===== src/source/main_pkg.sv =====
// Main CPU glue package with bus widths, address-map regions and register offsets
`default_nettype none

package main_pkg;

    // Bus widths
    localparam int ADDR_W = 16;
    localparam int DATA_W = 8;
    localparam int ROM_AW = 18;

    typedef logic [ADDR_W-1:0] addr_t;
    typedef logic [DATA_W-1:0] data_t;
    typedef logic [ROM_AW-1:0] rom_addr_t;

    // Decoded bus target
    typedef enum logic [3:0] {
        rgn_ram,
        rgn_pal,
        rgn_char,
        rgn_com,
        rgn_obj,
        rgn_scr,
        rgn_io,
        rgn_rom_fixed,
        rgn_rom_banked,
        rgn_none
    } region_t;

    // Write offsets inside 0x3808-0x380F, A[2:0]
    localparam int WR_MISC     = 0;
    localparam int WR_HSCROLL  = 1;
    localparam int WR_VSCROLL  = 2;
    localparam int WR_NMI_CLR  = 3;
    localparam int WR_FIRQ_CLR = 4;
    localparam int WR_IRQ_CLR  = 5;
    localparam int WR_SOUND    = 6;
    localparam int WR_MCU_NMI  = 7;

    // Interrupt vector bit positions
    localparam int IRQ_NMI  = 2;
    localparam int IRQ_FIRQ = 1;
    localparam int IRQ_IRQ  = 0;

endpackage

`default_nettype wire


===== src/source/main_decode.sv =====
// Main CPU address decoder with ROM addressing, read mux and Wishbone acknowledge
`timescale 1ns/100ps
`default_nettype none

module main_decode (
    input  logic                clk,
    input  logic                rst,
    input  logic                wb_cyc,
    input  logic                wb_stb,
    input  logic                wb_we,
    input  main_pkg::addr_t     wb_adr,
    input  main_pkg::data_t     ram_dout,
    input  main_pkg::data_t     pal_dout,
    input  main_pkg::data_t     char_dout,
    input  main_pkg::data_t     com_dout,
    input  main_pkg::data_t     obj_dout,
    input  main_pkg::data_t     scr_dout,
    input  main_pkg::data_t     cab_dout,
    input  main_pkg::data_t     rom_data,
    input  logic                rom_ok,
    input  logic [2:0]          bank,
    output logic                wb_ack,
    output main_pkg::data_t     wb_dat_r,
    output logic                ram_we,
    output logic                pal_cs,
    output logic                char_cs,
    output logic                com_cs,
    output logic                obj_cs,
    output logic                scr_cs,
    output logic                rom_cs,
    output main_pkg::rom_addr_t rom_addr,
    output logic [7:0]          reg_wr
);
    import main_pkg::*;

    region_t region;
    logic    banked;
    logic    go;
    logic    ack_ram;
    data_t   mux_dout;
    data_t   dat_q;

    // Region only valid while a cycle is strobed
    always_comb begin
        region = rgn_none;
        if (wb_cyc && wb_stb) begin
            if (wb_adr[15]) begin
                region = rgn_rom_fixed;
            end else if (wb_adr[14]) begin
                region = rgn_rom_banked;
            end else begin
                // 2 KB windows below 0x4000
                case (wb_adr[13:11])
                    3'd0, 3'd1: region = rgn_ram;
                    3'd2:       region = rgn_pal;
                    3'd3:       region = rgn_char;
                    3'd4:       region = rgn_com;
                    3'd5:       region = rgn_obj;
                    3'd6:       region = rgn_scr;
                    default:    region = rgn_io;
                endcase
            end
        end
    end

    assign banked  = (region == rgn_rom_banked);
    assign pal_cs  = (region == rgn_pal);
    assign char_cs = (region == rgn_char);
    assign com_cs  = (region == rgn_com);
    assign obj_cs  = (region == rgn_obj);
    assign scr_cs  = (region == rgn_scr);
    assign rom_cs  = banked || (region == rgn_rom_fixed);

    // Banked window gets 0+bank, fixed window 100+A14
    assign rom_addr = banked ? {1'b0, bank, wb_adr[13:0]} : {3'b100, wb_adr[14:0]};

    // ROM waits for rom_ok, every other target answers at once
    assign go = rom_cs ? rom_ok : (region != rgn_none);

    // Writes land in the ack cycle, at the edge the master sees ack
    assign ram_we = wb_ack && wb_we && (region == rgn_ram);
    assign reg_wr = (wb_ack && wb_we && (region == rgn_io) && wb_adr[3]) ?
                    (8'd1 << wb_adr[2:0]) : 8'd0;

    always_comb begin
        case (region)
            rgn_pal:        mux_dout = pal_dout;
            rgn_char:       mux_dout = char_dout;
            rgn_com:        mux_dout = com_dout;
            rgn_obj:        mux_dout = obj_dout;
            rgn_scr:        mux_dout = scr_dout;
            rgn_io:         mux_dout = cab_dout;
            rgn_rom_fixed:  mux_dout = rom_data;
            rgn_rom_banked: mux_dout = rom_data;
            default:        mux_dout = 8'hff;
        endcase
    end

    // One-cycle ack pulse, a held strobe restarts after it
    always_ff @(posedge clk or posedge rst) begin
        if (rst) begin
            wb_ack  <= 1'b0;
            ack_ram <= 1'b0;
        end else begin
            wb_ack  <= go && !wb_ack;
            ack_ram <= go && !wb_ack && (region == rgn_ram);
        end
    end

    // Read byte captured together with the ack
    always_ff @(posedge clk) begin
        if (go && !wb_ack) begin
            dat_q <= mux_dout;
        end
    end

    // RAM output is already registered on the same edge
    assign wb_dat_r = ack_ram ? ram_dout : dat_q;

endmodule

`default_nettype wire


===== config.mk =====
export PLATFORM = sky130hd
export DESIGN_NAME = main_decode
export DESIGN_NICKNAME = d
export VERILOG_FILES = /design/src/source/main_pkg.sv /design/src/source/main_decode.sv
export SDC_FILE = /design/constraint.sdc
export NUM_CORES = 1
export LEC_CHECK = 0
export BUFFER_PORTS_ARGS = -buffer_cell sky130_fd_sc_hd__buf_2
export CAP_MARGIN = 20
export CORE_MARGIN = 3
export CORE_UTILIZATION = 30
export DETAILED_ROUTE_END_ITERATION = 10
export PLACE_DENSITY = 0.7
export SETUP_SLACK_MARGIN = 0.3
export SLEW_MARGIN = 20
export SYNTH_ARGS = -nofsm -noshare
export SYNTH_HDL_FRONTEND = slang
export SYNTH_SLANG_ARGS = --single-unit

===== constraint.sdc =====
create_clock -name clk -period 4 [get_ports clk]
set_input_delay 0.2 -clock clk [delete_from_list [all_inputs] [get_ports clk]]
set_output_delay 0.2 -clock clk [all_outputs]
set_load 0.1 [all_outputs]

# == Yosys cells after proc, flatten, opt, wreduce, memory -nomap -nowiden ==
# Cells that the tools add are included.
# totals
regBits,10
inputBits,89
word_cells,41
# op_classes
n_eq_ne,15
n_shift,1
mux,9
n_reduce_logical,13
# op_table
op,n
$pmux W8 S7,1
$mux W18,1
$pmux W3 S6,1
$eq A4 B3 Y1 const B,4
$mux W8,2
$mux W4,3
$eq A3 B3 Y1 const B,3
$eq A4 B2 Y1 const B,2
$shl A1 B3 Y8 const A,1
$logic_and A1 B1 Y1,7
$eq A3 B2 Y1 const B,2
$eq A4 B1 Y1 const B,1
$eq A4 B4 Y1 const B,1
$logic_not A4 Y1,1
$ne A4 B4 Y1 const B,1
$reduce_or A2 Y1,2
$eq A3 B1 Y1 const B,1
$logic_not A3 Y1,1
$logic_not A1 Y1,1
$logic_or A1 B1 Y1,1
$mux W1,1

# == Logic depth before layout (Yosys ltp) ==
# Gate-level depths: netlist of run 1.
# logic_depth
word_depth,11
mapped_depth,6
mapped_depth_nobuf,4

# == Least setup slack after synthesis of run 1 ==
# OpenSTA, ideal clock, no wires.
# synth_path
kind,flip-flop to output port
startpoint,register wb_ack
endpoint,output port ram_we
t_arrival_ps,3895
slack_ps,-95
path_stages_with_launch,3
path_cell_list,dfrtp_1 nand2_1 nor4_1
# synth_via
elab_chain_len,2
# synth_rtl
element,line_no,rtl
from (decl),main_decode.sv:22,"output logic wb_ack,"
from (signal assigned),main_decode.sv:105,wb_ack <= go && !wb_ack;
$logic_and A1 B1 Y1 (2 in a row),main_decode.sv:81,assign ram_we = wb_ack && wb_we && (region == rgn_ram);
to (decl),main_decode.sv:24,"output logic ram_we,"
# No other way between the ends.

# == Worst setup path after layout of run 1 ==
# layout_path
startpoint,input port wb_adr[13]
endpoint,output port reg_wr[0]
# layout_via
elab_chain_len,10
# layout_rtl
element,line_no,rtl
from (decl),main_decode.sv:11,"input main_pkg::addr_t wb_adr,"
$eq A3 B1 Y1 or $logic_not A3 Y1 (tied branches),main_decode.sv:53,case (wb_adr[13:11])
$reduce_or A2 Y1,main_decode.sv:53,
$pmux W3 S6 (*),main_decode.sv:53,
$mux W4 (*),main_decode.sv:49,end else if (wb_adr[14]) begin
$mux W4 (*),main_decode.sv:47,if (wb_adr[15]) begin
$mux W4 (*),main_decode.sv:46,if (wb_cyc && wb_stb) begin
$eq A4 B3 Y1 (*),main_decode.sv:82,assign reg_wr = (wb_ack && wb_we && (region == rgn_io) && wb_adr[3]) ?
$logic_and A1 B1 Y1 (*) (2 in a row),main_decode.sv:82,
$mux W8 (*),main_decode.sv:82,
to (decl),main_decode.sv:32,output logic [7:0] reg_wr
# Mark *: on every way between the ends. The rest lies on a longest branch, timed or not.

==> impl_results.md, run 1 <==
- Status: finished, final reports clean
- Cell Area, Placed: 1770 µm²
- Cts bufs inserted: 3
- Core ar.: 4030 µm²
- # port buffers: 116
- Max-cap viol count: 0
- HP Start: rom_data[6]
- Synth Area in Compound Gates: 28.7%
- Largest net degree at the start of global routing: 13
- Initial antenna violation count: 0
- Layout cell share with drive strength beyond 1: 61.9%
- Seq/Total Area, Yosys: 22.9%
- Pwr Density: 223 nW/µm²
- Area grow syn2layout: 44.1%
- Yosys cell types: 36
- Longest Clk Path Bufs: 2
- Fillcell total: 433
- Reg2Reg Launch Point: wb_ack
- Post-Synth Adder-Cell Area: 0%
- Final Skew: 0.000272 ns
- Prevailing post-synth register cell: edfxtp_1
- Final nets: 326
- Largest family of logic cells by synthesized area: compound AO/OA/AOI/OAI gates
- Global route overflow: 0
- IR drop worst, VDD: 0.0677 mV
- Unrepaired setup endpoints after global routing: no
- Setup TNS: 0 ns
- Syn Inst Count: 138
- DRT Wirelength: 3910 µm
- R2r setup slk: 2.68 ns
- N_diodes: 0
- Drt via density: 4.89
- Routed len/inst: 13.7 µm
- Fmax: 0.445 GHz
- Root buffer cell: clkbuf_8
- Setup-failing EPs final: 0
- Hold depth: 3
- Tmin final: 2.25 ns
- XOR/XNOR Fraction of Synth Area: 0%
- Crit Path Max Fanout: 12
- # DRC: 0
- Gpl congestion: 0.738
- Max Slew Vio Count: 0
- Slew margin rel.: 43.3%
- CP Launch Type: input pin
- Multiplexer share of the synthesized area: 13.4%
- # clock sinks: 10
- ANT nets after route: 0
- Syn Nets: 227
- Die X-Extent: 71 µm
- Worst Path Required: 3.80 ns
- Mapped Area: 1270 µm²
- Number of enable flip-flop cells after synthesis: 8
- Starting Density: 31.5%
- Worst r2r path cells: 1
- Final hold vios: 0
- Vias in the first global route: 1343
- Yosys warns: 0
- Worst Hold End: dat_q[6]
- Worst skew pair latency: 0.23 ns
- Die Span Y: 71 µm
- Design area: 1830 µm²
- First-pass GRT wire length: 6300 µm
- H-tree Lvls: 1
- Lkg Pwr: 0.884 nW
- Reg clk slew, reported paths: 0.04 ns
- GRT Total Usage: 15.4%
- Post-DP HPWL: 3330 µm
- Initial drt markers: 81
- Io pins: 131
- Mean Syn Cell Area: 9.18 µm²
- Post-synth ARST share: 20.0%
- Pin slew with the least headroom to its limit: 0.846 ns
- Synth Area in Simple Gates: 22.0%
- DR vias: 1399
- Total die area: 5040 µm²
- Cell Rows: 23
- HP Class: input pin to flip-flop
- Critical R2R Capture: dat_q[1]
- CTS tree: done
- Period utilization: 56.1%
- First-pass DRT Iterations: 4
- CP Class: input pin to output port
- CP Capture Type: output port
- Worst endpoint data arrival time: 2.05 ns
- FF+latch count, synth: 10
## registers in the layout (all words and copies together) (netlist names)
name,flops
dat_q,8
wb_ack,1
ack_ram,1
## cell type report
cell class	count	area, µm²	share of cell area, %
tap	50	62.6	3.42
clock buffer	3	41.3	2.26
multi-input combinational	103	831	45.5
sequential	10	290	15.9
clock inverter	1	3.75	0.205
inverter	2	7.51	0.411
timing repair buffer	117	591	32.3
## cells by family (layout without fill, tap and decap cells)
| logic type | Yosys count | after routing |
|---|---|---|
| compound gates | 44 | 44 |
| simple gates | 43 | 43 |
| buf+inv | 25 | 123 |
| mux | 16 | 16 |
| flops | 10 | 10 |
## metrics by stage
step,instances,utilization (%),hold slack [ns],setup slack [ns],total power [mW]
after floorplan,138,-,-0.0588,1.04,0.286
after global placement,281,43.9,0.0491,1.79,0.304
after detailed placement,281,43.9,0.0564,1.73,0.306
after CTS,286,45.2,0.261,1.73,0.411
after global routing,286,45.3,0.277,1.57,0.434
final,286,45.3,0.266,1.75,0.407
## Yosys cell counts (2+ instances only)
cell,number,area (µm²)
a21oi_1,8,40.0
a22oi_1,16,120
and2b_1,2,15.0
and3_1,4,25.0
buf_4,16,120
clkbuf_1,4,15.0
dfrtp_1,2,50.1
edfxtp_1,8,240
inv_1,2,7.51
mux2_2,8,90.1
mux2i_1,8,80.1
nand2_1,7,26.3
nand2b_1,3,18.8
nor2_1,12,45.0
nor2b_1,2,12.5
nor3_2,2,20.0
nor4_1,2,12.5
o211ai_2,7,87.6
o22a_1,8,70.1
## report_power, final
part / switching [mW] / leakage (nW) / internal [mW]
sequential: 0.00181 / 0.0974 / 0.118
clock: 0.0357 / 0.0231 / 0.0669
combinational: 0.126 / 0.763 / 0.0586
total: 0.164 / 0.884 / 0.244
## cells in the final DEF, fill, tap and decap left out, types with 2 or more instances in the layout
cell,n
buf_2,116
a22oi_1,16
nor2_1,12
mux2i_1,8
o22a_1,8
a21oi_1,8
mux2_2,8
edfxtp_1,8
nand2_1,7
o211ai_2,7
and3_1,4
nand2b_1,3
clkbuf_8,3
and2b_1,2
nor2b_1,2
nor3_2,2
inv_1,2
dfrtp_1,2
## worst max-delay path by stage
stage	end	from
2_1_floorplan	reg_wr[3]	wb_ack
3_3_place_gp	reg_wr[4]	wb_adr[13]
3_5_place_dp	reg_wr[0]	wb_adr[13]
4_1_cts	reg_wr[0]	wb_adr[13]
5_1_grt	reg_wr[4]	wb_adr[13]
6_report	reg_wr[0]	wb_adr[13]
## worst max-delay path: stages
cell and delay (ns):
buf_2 0.21, and2b_1 0.38, o2bb2ai_2 0.45, nand4b_4 0.21, nor3_2 0.15, buf_2 0.45
## what timing repair did
| item | in CTS | in global routing |
|---|---|---|
| setup buffers | 0 | 0 |
| hold buffers | 1 | 0 |
| hold endpoints to repair | 2 | 0 |
| resized for setup | 0 | 0 |
## layer usage
| layer | vias to the layer above | wire (µm) | GRT usage, % |
|---|---|---|---|
| met4 | 0 | 61 | 5.01 |
| met1 | 616 | 1700 | 21.1 |
| met5 | - | 0 | 0 |
| met2 | 65 | 1880 | 24.9 |
| li1 | 713 | - | - |
| met3 | 5 | 267 | 1.99 |
(Power assumes the default switching activity.)
==> inputs of run 2 (changes only) <==
--- a/config.mk
+++ b/config.mk
@@ -5,12 +5,13 @@
 export SDC_FILE = /design/constraint.sdc
 export NUM_CORES = 1
 export LEC_CHECK = 0
+export ABC_AREA = 1
 export BUFFER_PORTS_ARGS = -buffer_cell sky130_fd_sc_hd__buf_2
 export CAP_MARGIN = 20
 export CORE_MARGIN = 3
 export CORE_UTILIZATION = 30
 export DETAILED_ROUTE_END_ITERATION = 10
-export PLACE_DENSITY = 0.7
+export PLACE_DENSITY = 0.66
 export SETUP_SLACK_MARGIN = 0.3
 export SLEW_MARGIN = 20
 export SYNTH_ARGS = -nofsm -noshare
==> constraint.sdc (replaced) <==
create_clock -name clk -period 2.35 [get_ports clk]
set_input_delay 0.1175 -clock clk [delete_from_list [all_inputs] [get_ports clk]]
set_output_delay 0.1175 -clock clk [all_outputs]
set_load 0.1 [all_outputs]
==> impl_results.md, run 2 <==
- Setup-failing EPs final: 0 (unchanged)
- Crit path capture: reg_wr[0]
- # DRC: 0 (unchanged)
- Syn Inst Count: 240 (+74%)
- Yosys warns: 0 (unchanged)
- Mean Syn Cell Area: 6.24 µm² (-32%)
- GRT Total Usage: 16.1% (+0.69 points)
- Syn Nets: 329 (+45%)
- CP Class: input pin to output port
- Slew margin rel.: 64.2% (+21 points)
- Crit Path Max Fanout: 8 (-4)
- CP Capture Type: output port
- First-pass GRT wire length: 7710 µm (+22%)
- Post_cts resized: 0 (unchanged)
- Reg2Reg Launch Point: wb_ack
- Root buffer cell: clkbuf_8
- Area of the multi-input gates: 1000 µm² (+21%)
- Post-route worst setup slack: 0.439 ns (-1.32 ns)
- Status: finished, final reports clean
- Setup TNS: 0 ns (unchanged)
- Final nets: 434 (+33%)
- Core ar.: 4790 µm² (+19%)
- Most frequent cells after synthesis: 70 x nand2_1, 45 x nor2_1, 24 x inv_1
- Post-synth ARST share: 20.0% (unchanged)
- Worst r2r path cells: 3 (+2)
- Cell Rows: 25 (+8.7%)
- Io pins: 131 (unchanged)
- Hold depth: 3 (unchanged)
- Synth top area cells: nand2_1 18%, edfxtp_1 16%, nor2_1 11%, buf_4 7.0%, nand3_1 7.0%
- Routed len/inst: 11.9 µm (-13%)
- Setup Fix Bufs, Post-CTS: 0 (unchanged)
- Cts hold-fix bufs: 1 (unchanged)
- Max Slew Vio Count: 0 (unchanged)
- Max reg flops: 8 (unchanged)
- Cts bufs inserted: 3 (unchanged)
- Seq/Total Area, Yosys: 19.4% (-3.5 points)
- Worst Path Required: 2.23 ns (-1.57 ns)
- ANT nets after route: 0 (unchanged)
- Unrepaired setup endpoints after global routing: no
- Initial antenna violation count: 0 (unchanged)
- Drt via density: 4.40 (-10%)
- H-tree Lvls: 1 (unchanged)
- Total die area: 5880 µm² (+17%)
- Register area: 292 µm² (+0.43%)
- Reg clk slew, reported paths: 0.04 ns (about the same)
- Top Registers: dat_q: 8 flops, ack_ram: 1 flops, wb_ack: 1 flops
- Layout cell share with drive strength beyond 1: 49.7% (-12 points)
- Reg with most FFs: dat_q
- Clk pwr share: 23.7% (-1.5 points)
- Worst endpoint data arrival time: 1.79 ns (-0.26 ns)
- Sw frac: 44.0% (+3.8 points)
- # clock sinks: 10 (unchanged)
- Placed cells: 406 (+44%)
- Pin slew with the least headroom to its limit: 0.535 ns (-0.310 ns)
- Internal: 418 µW (+72%)
- CTS tree: done
- Critical R2R Capture: dat_q[3]
- Mapped Area: 1500 µm² (+18%)
- Post-Layout Cell Count: 411 (+44%)
- Pwr Density: 351 nW/µm² (+57%)
- Initial drt markers: 41 (-49%)
- Gpl congestion: 0.893 (+21%)
- Worst skew pair latency: 0.23 ns (about the same)
- Die X-Extent: 76.7 µm (+8.0%)
- DRT Wirelength: 4880 µm (+25%)
- Part of the power in registers: 27.7% (-1.8 points)
- IR drop worst, VDD: 0.153 mV (+130%)
- Prevailing post-synth register cell: edfxtp_1
- Most common cell after layout, fill and taps aside: buf_2
- FF+latch count, synth: 10 (unchanged)
- Period utilization: 81.3%
- Area grow syn2layout: 42.4%
- Largest net degree at the start of global routing: 14 (+1)
- Post-DP HPWL: 4250 µm (+28%)
- Final hold vios: 0 (unchanged)
- Vias in the first global route: 1740 (+30%)
- Final Skew: 0.00457 ns (+0.00430 ns)
- Starting Density: 31.3% (-0.17 points)
- Area share of the largest cell type after synthesis: 17.5% (-1.4 points)
- Share of total power in combinational logic: 48.5% (+3.1 points)
- DR vias: 1810 (+29%)
- Fmax: 0.523 GHz
- Fillcell total: 542 (+25%)
- CP startpoint: wb_cyc
- N_diodes: 0 (unchanged)
- Yosys cell types: 26 (-28%)
- Yosys top cell by area: nand2_1
- Max-cap viol count: 0 (unchanged)
- Lkg Pwr: 1.17 nW (+32%)
- CP Launch Type: input pin
- Most frequent cells in the layout: 116 x buf_2, 70 x nand2_1, 35 x nor2_1
- Die Span Y: 76.7 µm (+8.0%)
- R2r setup slk: 1.08 ns (-1.60 ns)
- Tmin final: 1.91 ns
- P_sw: 329 µW (+100%)
- Longest Clk Path Bufs: 2 (unchanged)
- Most common cell in the netlist: nand2_1
- First-pass DRT Iterations: 4 (unchanged)
- Worst slack at placement: 0.439 ns (-1.29 ns)
- # port buffers: 116 (unchanged)
- Number of enable flip-flop cells after synthesis: 8 (unchanged)
- Global route overflow: 0 (unchanged)
- HP Class: input pin to flip-flop
[run 2: changes by cell type in the layout (fill, tap and decap cells not counted), sizes merged, moves of 8 or more]
cell	delta
o22a	-8
nor2	+40
mux2i	-8
nand3	+23
o211ai	-8
nand2	+72
inv	+29
nand4	+8
a22oi	-16
[run 2: layout make-up]
type	instances	share of cell area [%]
tap	67	3.93
sequential	10	13.7
multi-input combinational	182	47.0
timing repair buffer	117	27.7
clock inverter	1	0.176
inverter	31	5.58
clock buffer	3	1.94
[run 2: worst min path at each step]
stage | start | end
after global placement | rst | ack_ram
after detailed placement | rst | ack_ram
after global routing | rom_ok | ack_ram
final | rom_ok | ack_ram
after CTS | rom_ok | ack_ram
after floorplan | rst | ack_ram
[run 2: cell families (layout without fill, tap and decap cells)]
kind of cell           Yosys count  in the layout  share of synthesized area (%)
AO/OA/AOI/OAI                    6              6                           3.01
buffers and inverters           48            152                           16.7
flip-flops                      10             10                           19.4
multiplexers                     8              8                           6.02
AND/OR/NAND/NOR                168            168                           54.9
[run 2: per-stage QoR]
step / hold WS (ns) / util, % / area, µm² / total power, mW
finish: 0.154 / 44.5 / 2130 / 0.748
floorplan: -0.141 / - / 1540 / 0.527
CTS: 0.148 / 44.5 / 2130 / 0.757
global placement: -0.0325 / 43.4 / 2080 / 0.570
global route: 0.145 / 44.5 / 2130 / 0.799
detailed placement: -0.0303 / 43.4 / 2080 / 0.574
[run 2: layer usage]
| metal | vias up | wire (µm) | global-route usage [%] | part of all wire [%] |
|---|---|---|---|---|
| li1 | 950 | - | - | - |
| met1 | 800 | 2070 | 19.3 | 42 |
| met2 | 58 | 2510 | 28.8 | 51 |
| met3 | 2 | 287 | 2.93 | 5.9 |
| met4 | 0 | 21 | 5.07 | 0.43 |
| met5 | - | 0 | 0 | 0 |
[run 2: worst max-delay path, cell delays in order]
cell and delay [ns]:
buf_2 0.08, nand2_2 0.11, inv_4 0.14, nand2_1 0.06, nor2_1 0.17, nand2_2 0.13, nor2_8 0.17, nand4_2 0.24
nor2_2 0.14, buf_2 0.44
[run 2: power by group through the flow]
stage / sequential [mW] / combinational [mW] / clock [mW]
after floorplan: 0.217 / 0.310 / 0
after global placement: 0.210 / 0.360 / 0
after detailed placement: 0.211 / 0.363 / 0
after CTS: 0.208 / 0.365 / 0.184
after global routing: 0.208 / 0.390 / 0.201
final: 0.207 / 0.363 / 0.177
==> inputs of run 3 (changes only) <==
--- a/config.mk
+++ b/config.mk
@@ -11,7 +11,7 @@
 export CORE_MARGIN = 3
 export CORE_UTILIZATION = 30
 export DETAILED_ROUTE_END_ITERATION = 10
-export PLACE_DENSITY = 0.66
+export PLACE_DENSITY = 0.69
 export SETUP_SLACK_MARGIN = 0.3
 export SLEW_MARGIN = 20
 export SYNTH_ARGS = -nofsm -noshare
==> constraint.sdc (replaced) <==
create_clock -name clk -period 1.7 [get_ports clk]
set_input_delay 0.085 -clock clk [delete_from_list [all_inputs] [get_ports clk]]
set_output_delay 0.085 -clock clk [all_outputs]
set_load 0.1 [all_outputs]
==> impl_results.md, run 3 (synthesized netlist as in run 2, its figures left out) <==
- Largest net degree at the start of global routing: 13 (-1)
- Initial antenna violation count: 0 (unchanged)
- Pin slew with the least headroom to its limit: 0.489 ns (-0.0468 ns)
- Global route overflow: 0 (unchanged)
- First-pass GRT wire length: 9070 µm (+18%)
- Most common cell after layout, fill and taps aside: buf_2
- Vias in the first global route: 1990 (+14%)
- DR vias: 1979 (+9.3%)
- Max Slew Vio Count: 0 (unchanged)
- Core ar.: 4790 µm² (unchanged)
- CP Capture Type: output port
- HP Class: input pin to flip-flop
- # DRC: 0 (unchanged)
- Post-DP HPWL: 4440 µm (+4.5%)
- Starting Density: 31.3% (unchanged)
- Die Span Y: 76.7 µm (unchanged)
- Die X-Extent: 76.7 µm (unchanged)
- Longest Clk Path Bufs: 2 (unchanged)
- Max reg flops: 8 (unchanged)
- Reg clk slew, reported paths: 0.05 ns (about the same)
- Pwr Density: 400 nW/µm² (+14%)
- CP Class: flip-flop to output port
- Drt via density: 4.53 (+2.8%)
- Design area: 2930 µm² (+38%)
- Total die area: 5880 µm² (unchanged)
- Initial drt markers: 28 (-32%)
- Status: finished, final reports clean
- Worst skew pair latency: 0.23 ns (about the same)
- IR drop worst, VDD: 0.241 mV (+58%)
- Power, Total: 1.17 mW (+57%)
- Setup TNS: 0 ns (unchanged)
- Io pins: 131 (unchanged)
- Area grow syn2layout: 95.7%
- Unrepaired setup endpoints after global routing: yes
- # port buffers: 116 (unchanged)
- Crit Path Max Fanout: 4 (-4)
- Top Registers: dat_q: 8 flops, ack_ram: 1 flops, wb_ack: 1 flops
- Cell Area, Placed: 2470 µm² (+19%)
- Cts bufs inserted: 3 (unchanged)
- Final Skew: 0.00485 ns (+0.000281 ns)
- R2r setup slk: 0.33 ns (-0.75 ns)
- # clock sinks: 10 (unchanged)
- Fillcell total: 448 (-17%)
- Gpl congestion: 0.825 (-7.6%)
- CP Launch Type: flip-flop
- Fmax: 0.710 GHz
- Lkg Pwr: 1.45 nW (+24%)
- Most frequent cells in the layout: 85 x buf_2, 64 x nand2_1, 30 x nor2_1
- Final nets: 460 (+6.0%)
- GRT Total Usage: 18.9% (+2.8 points)
- Final hold vios: 0 (unchanged)
- Cell Rows: 25 (unchanged)
- Period utilization: 82.8%
- Routed len/inst: 13.0 µm (+9.5%)
- Tmin final: 1.41 ns
- Final core occ: 61.3% (+17 points)
- Worst Path Required: 1.62 ns (-0.61 ns)
- Root buffer cell: clkbuf_8
- H-tree Lvls: 1 (unchanged)
- Layout cell share with drive strength beyond 1: 58.9% (+9.2 points)
- Reg with most FFs: dat_q
- Worst endpoint data arrival time: 1.32 ns (-0.47 ns)
- First-pass DRT Iterations: 4 (unchanged)
- Max-cap viol count: 0 (unchanged)
- Setup-failing EPs final: 0 (unchanged)
- N_diodes: 0 (unchanged)
- Slew margin rel.: 67.7% (+3.4 points)
- ANT nets after route: 0 (unchanged)
- CTS tree: done
- DRT Wirelength: 5680 µm (+16%)
[run 3: cell types whose count changed in the layout (fill, tap and decap cells not counted), moves of 6 or more]
cell / previous run / this run
buf_4: 0 / 26
buf_12: 0 / 19
nand2_4: 2 / 10
nor2_2: 10 / 3
nand2_1: 70 / 64
buf_2: 116 / 85
inv_4: 1 / 7
nor2_4: 7 / 19
buf_6: 0 / 12
[run 3: through the flow]
step,std cells,worst slack [ns],hold WS [ns]
finish,437,0.292,0.153
global placement,408,0.135,-0.0597
floorplan,240,-0.223,-0.174
global route,437,0.221,0.170
CTS,430,0.247,0.148
detailed placement,408,0.0733,-0.0593
[run 3: area by class of cell]
type                    instances  area [µm²]  area share (%)
multi-input cells             182        1220            41.5
repair buffers                143        1150            39.1
flip-flops and latches         10         295            10.1
inverters                      31         145            4.95
well taps                      67        83.8            2.86
clock buffers                   4        45.0            1.54
[run 3: worst max-delay path: stages, from the launching register on]
cell	delay, ns
dfrtp_4	0.43
nand2_4	0.06
inv_4	0.07
nand4_4	0.18
nor2_4	0.16
buf_12	0.18
[run 3: path summary, 6_finish.rpt]
kind                       cells past startpoint   endpoint         from
setup / recovery                               5  reg_wr[0]       wb_ack
hold / removal                                 3   dat_q[3]  rom_data[3]
setup reg to reg                               4   dat_q[0]       wb_ack
hold reg to reg                                4    ack_ram       wb_ack
max in group asynchronous                      3     wb_ack          rst
min in group asynchronous                      3     wb_ack          rst
[run 3: what timing repair did]
action | in CTS | in global routing
setup endpoints to repair | 18 | 37
setup buffers | 17 | 7
hold buffers | 1 | 0
endpoints found under the hold margin | 2 | 0
gates resized for setup | 31 | 29
pin swaps | 17 | 16
[run 3: metal layers]
layer  track usage [%]  wire [µm]  vias up
li1                  -          -     1011
met4              4.17         89        0
met5                 0          0        -
met3              3.64        311        9
met2              37.9       3230       62
met1              20.0       2060      897
[run 3: where the power goes]
group          switching [mW]  internal [mW]
registers             0.00449          0.283
logic                   0.418          0.220
clock network          0.0842          0.163
total                   0.507          0.666
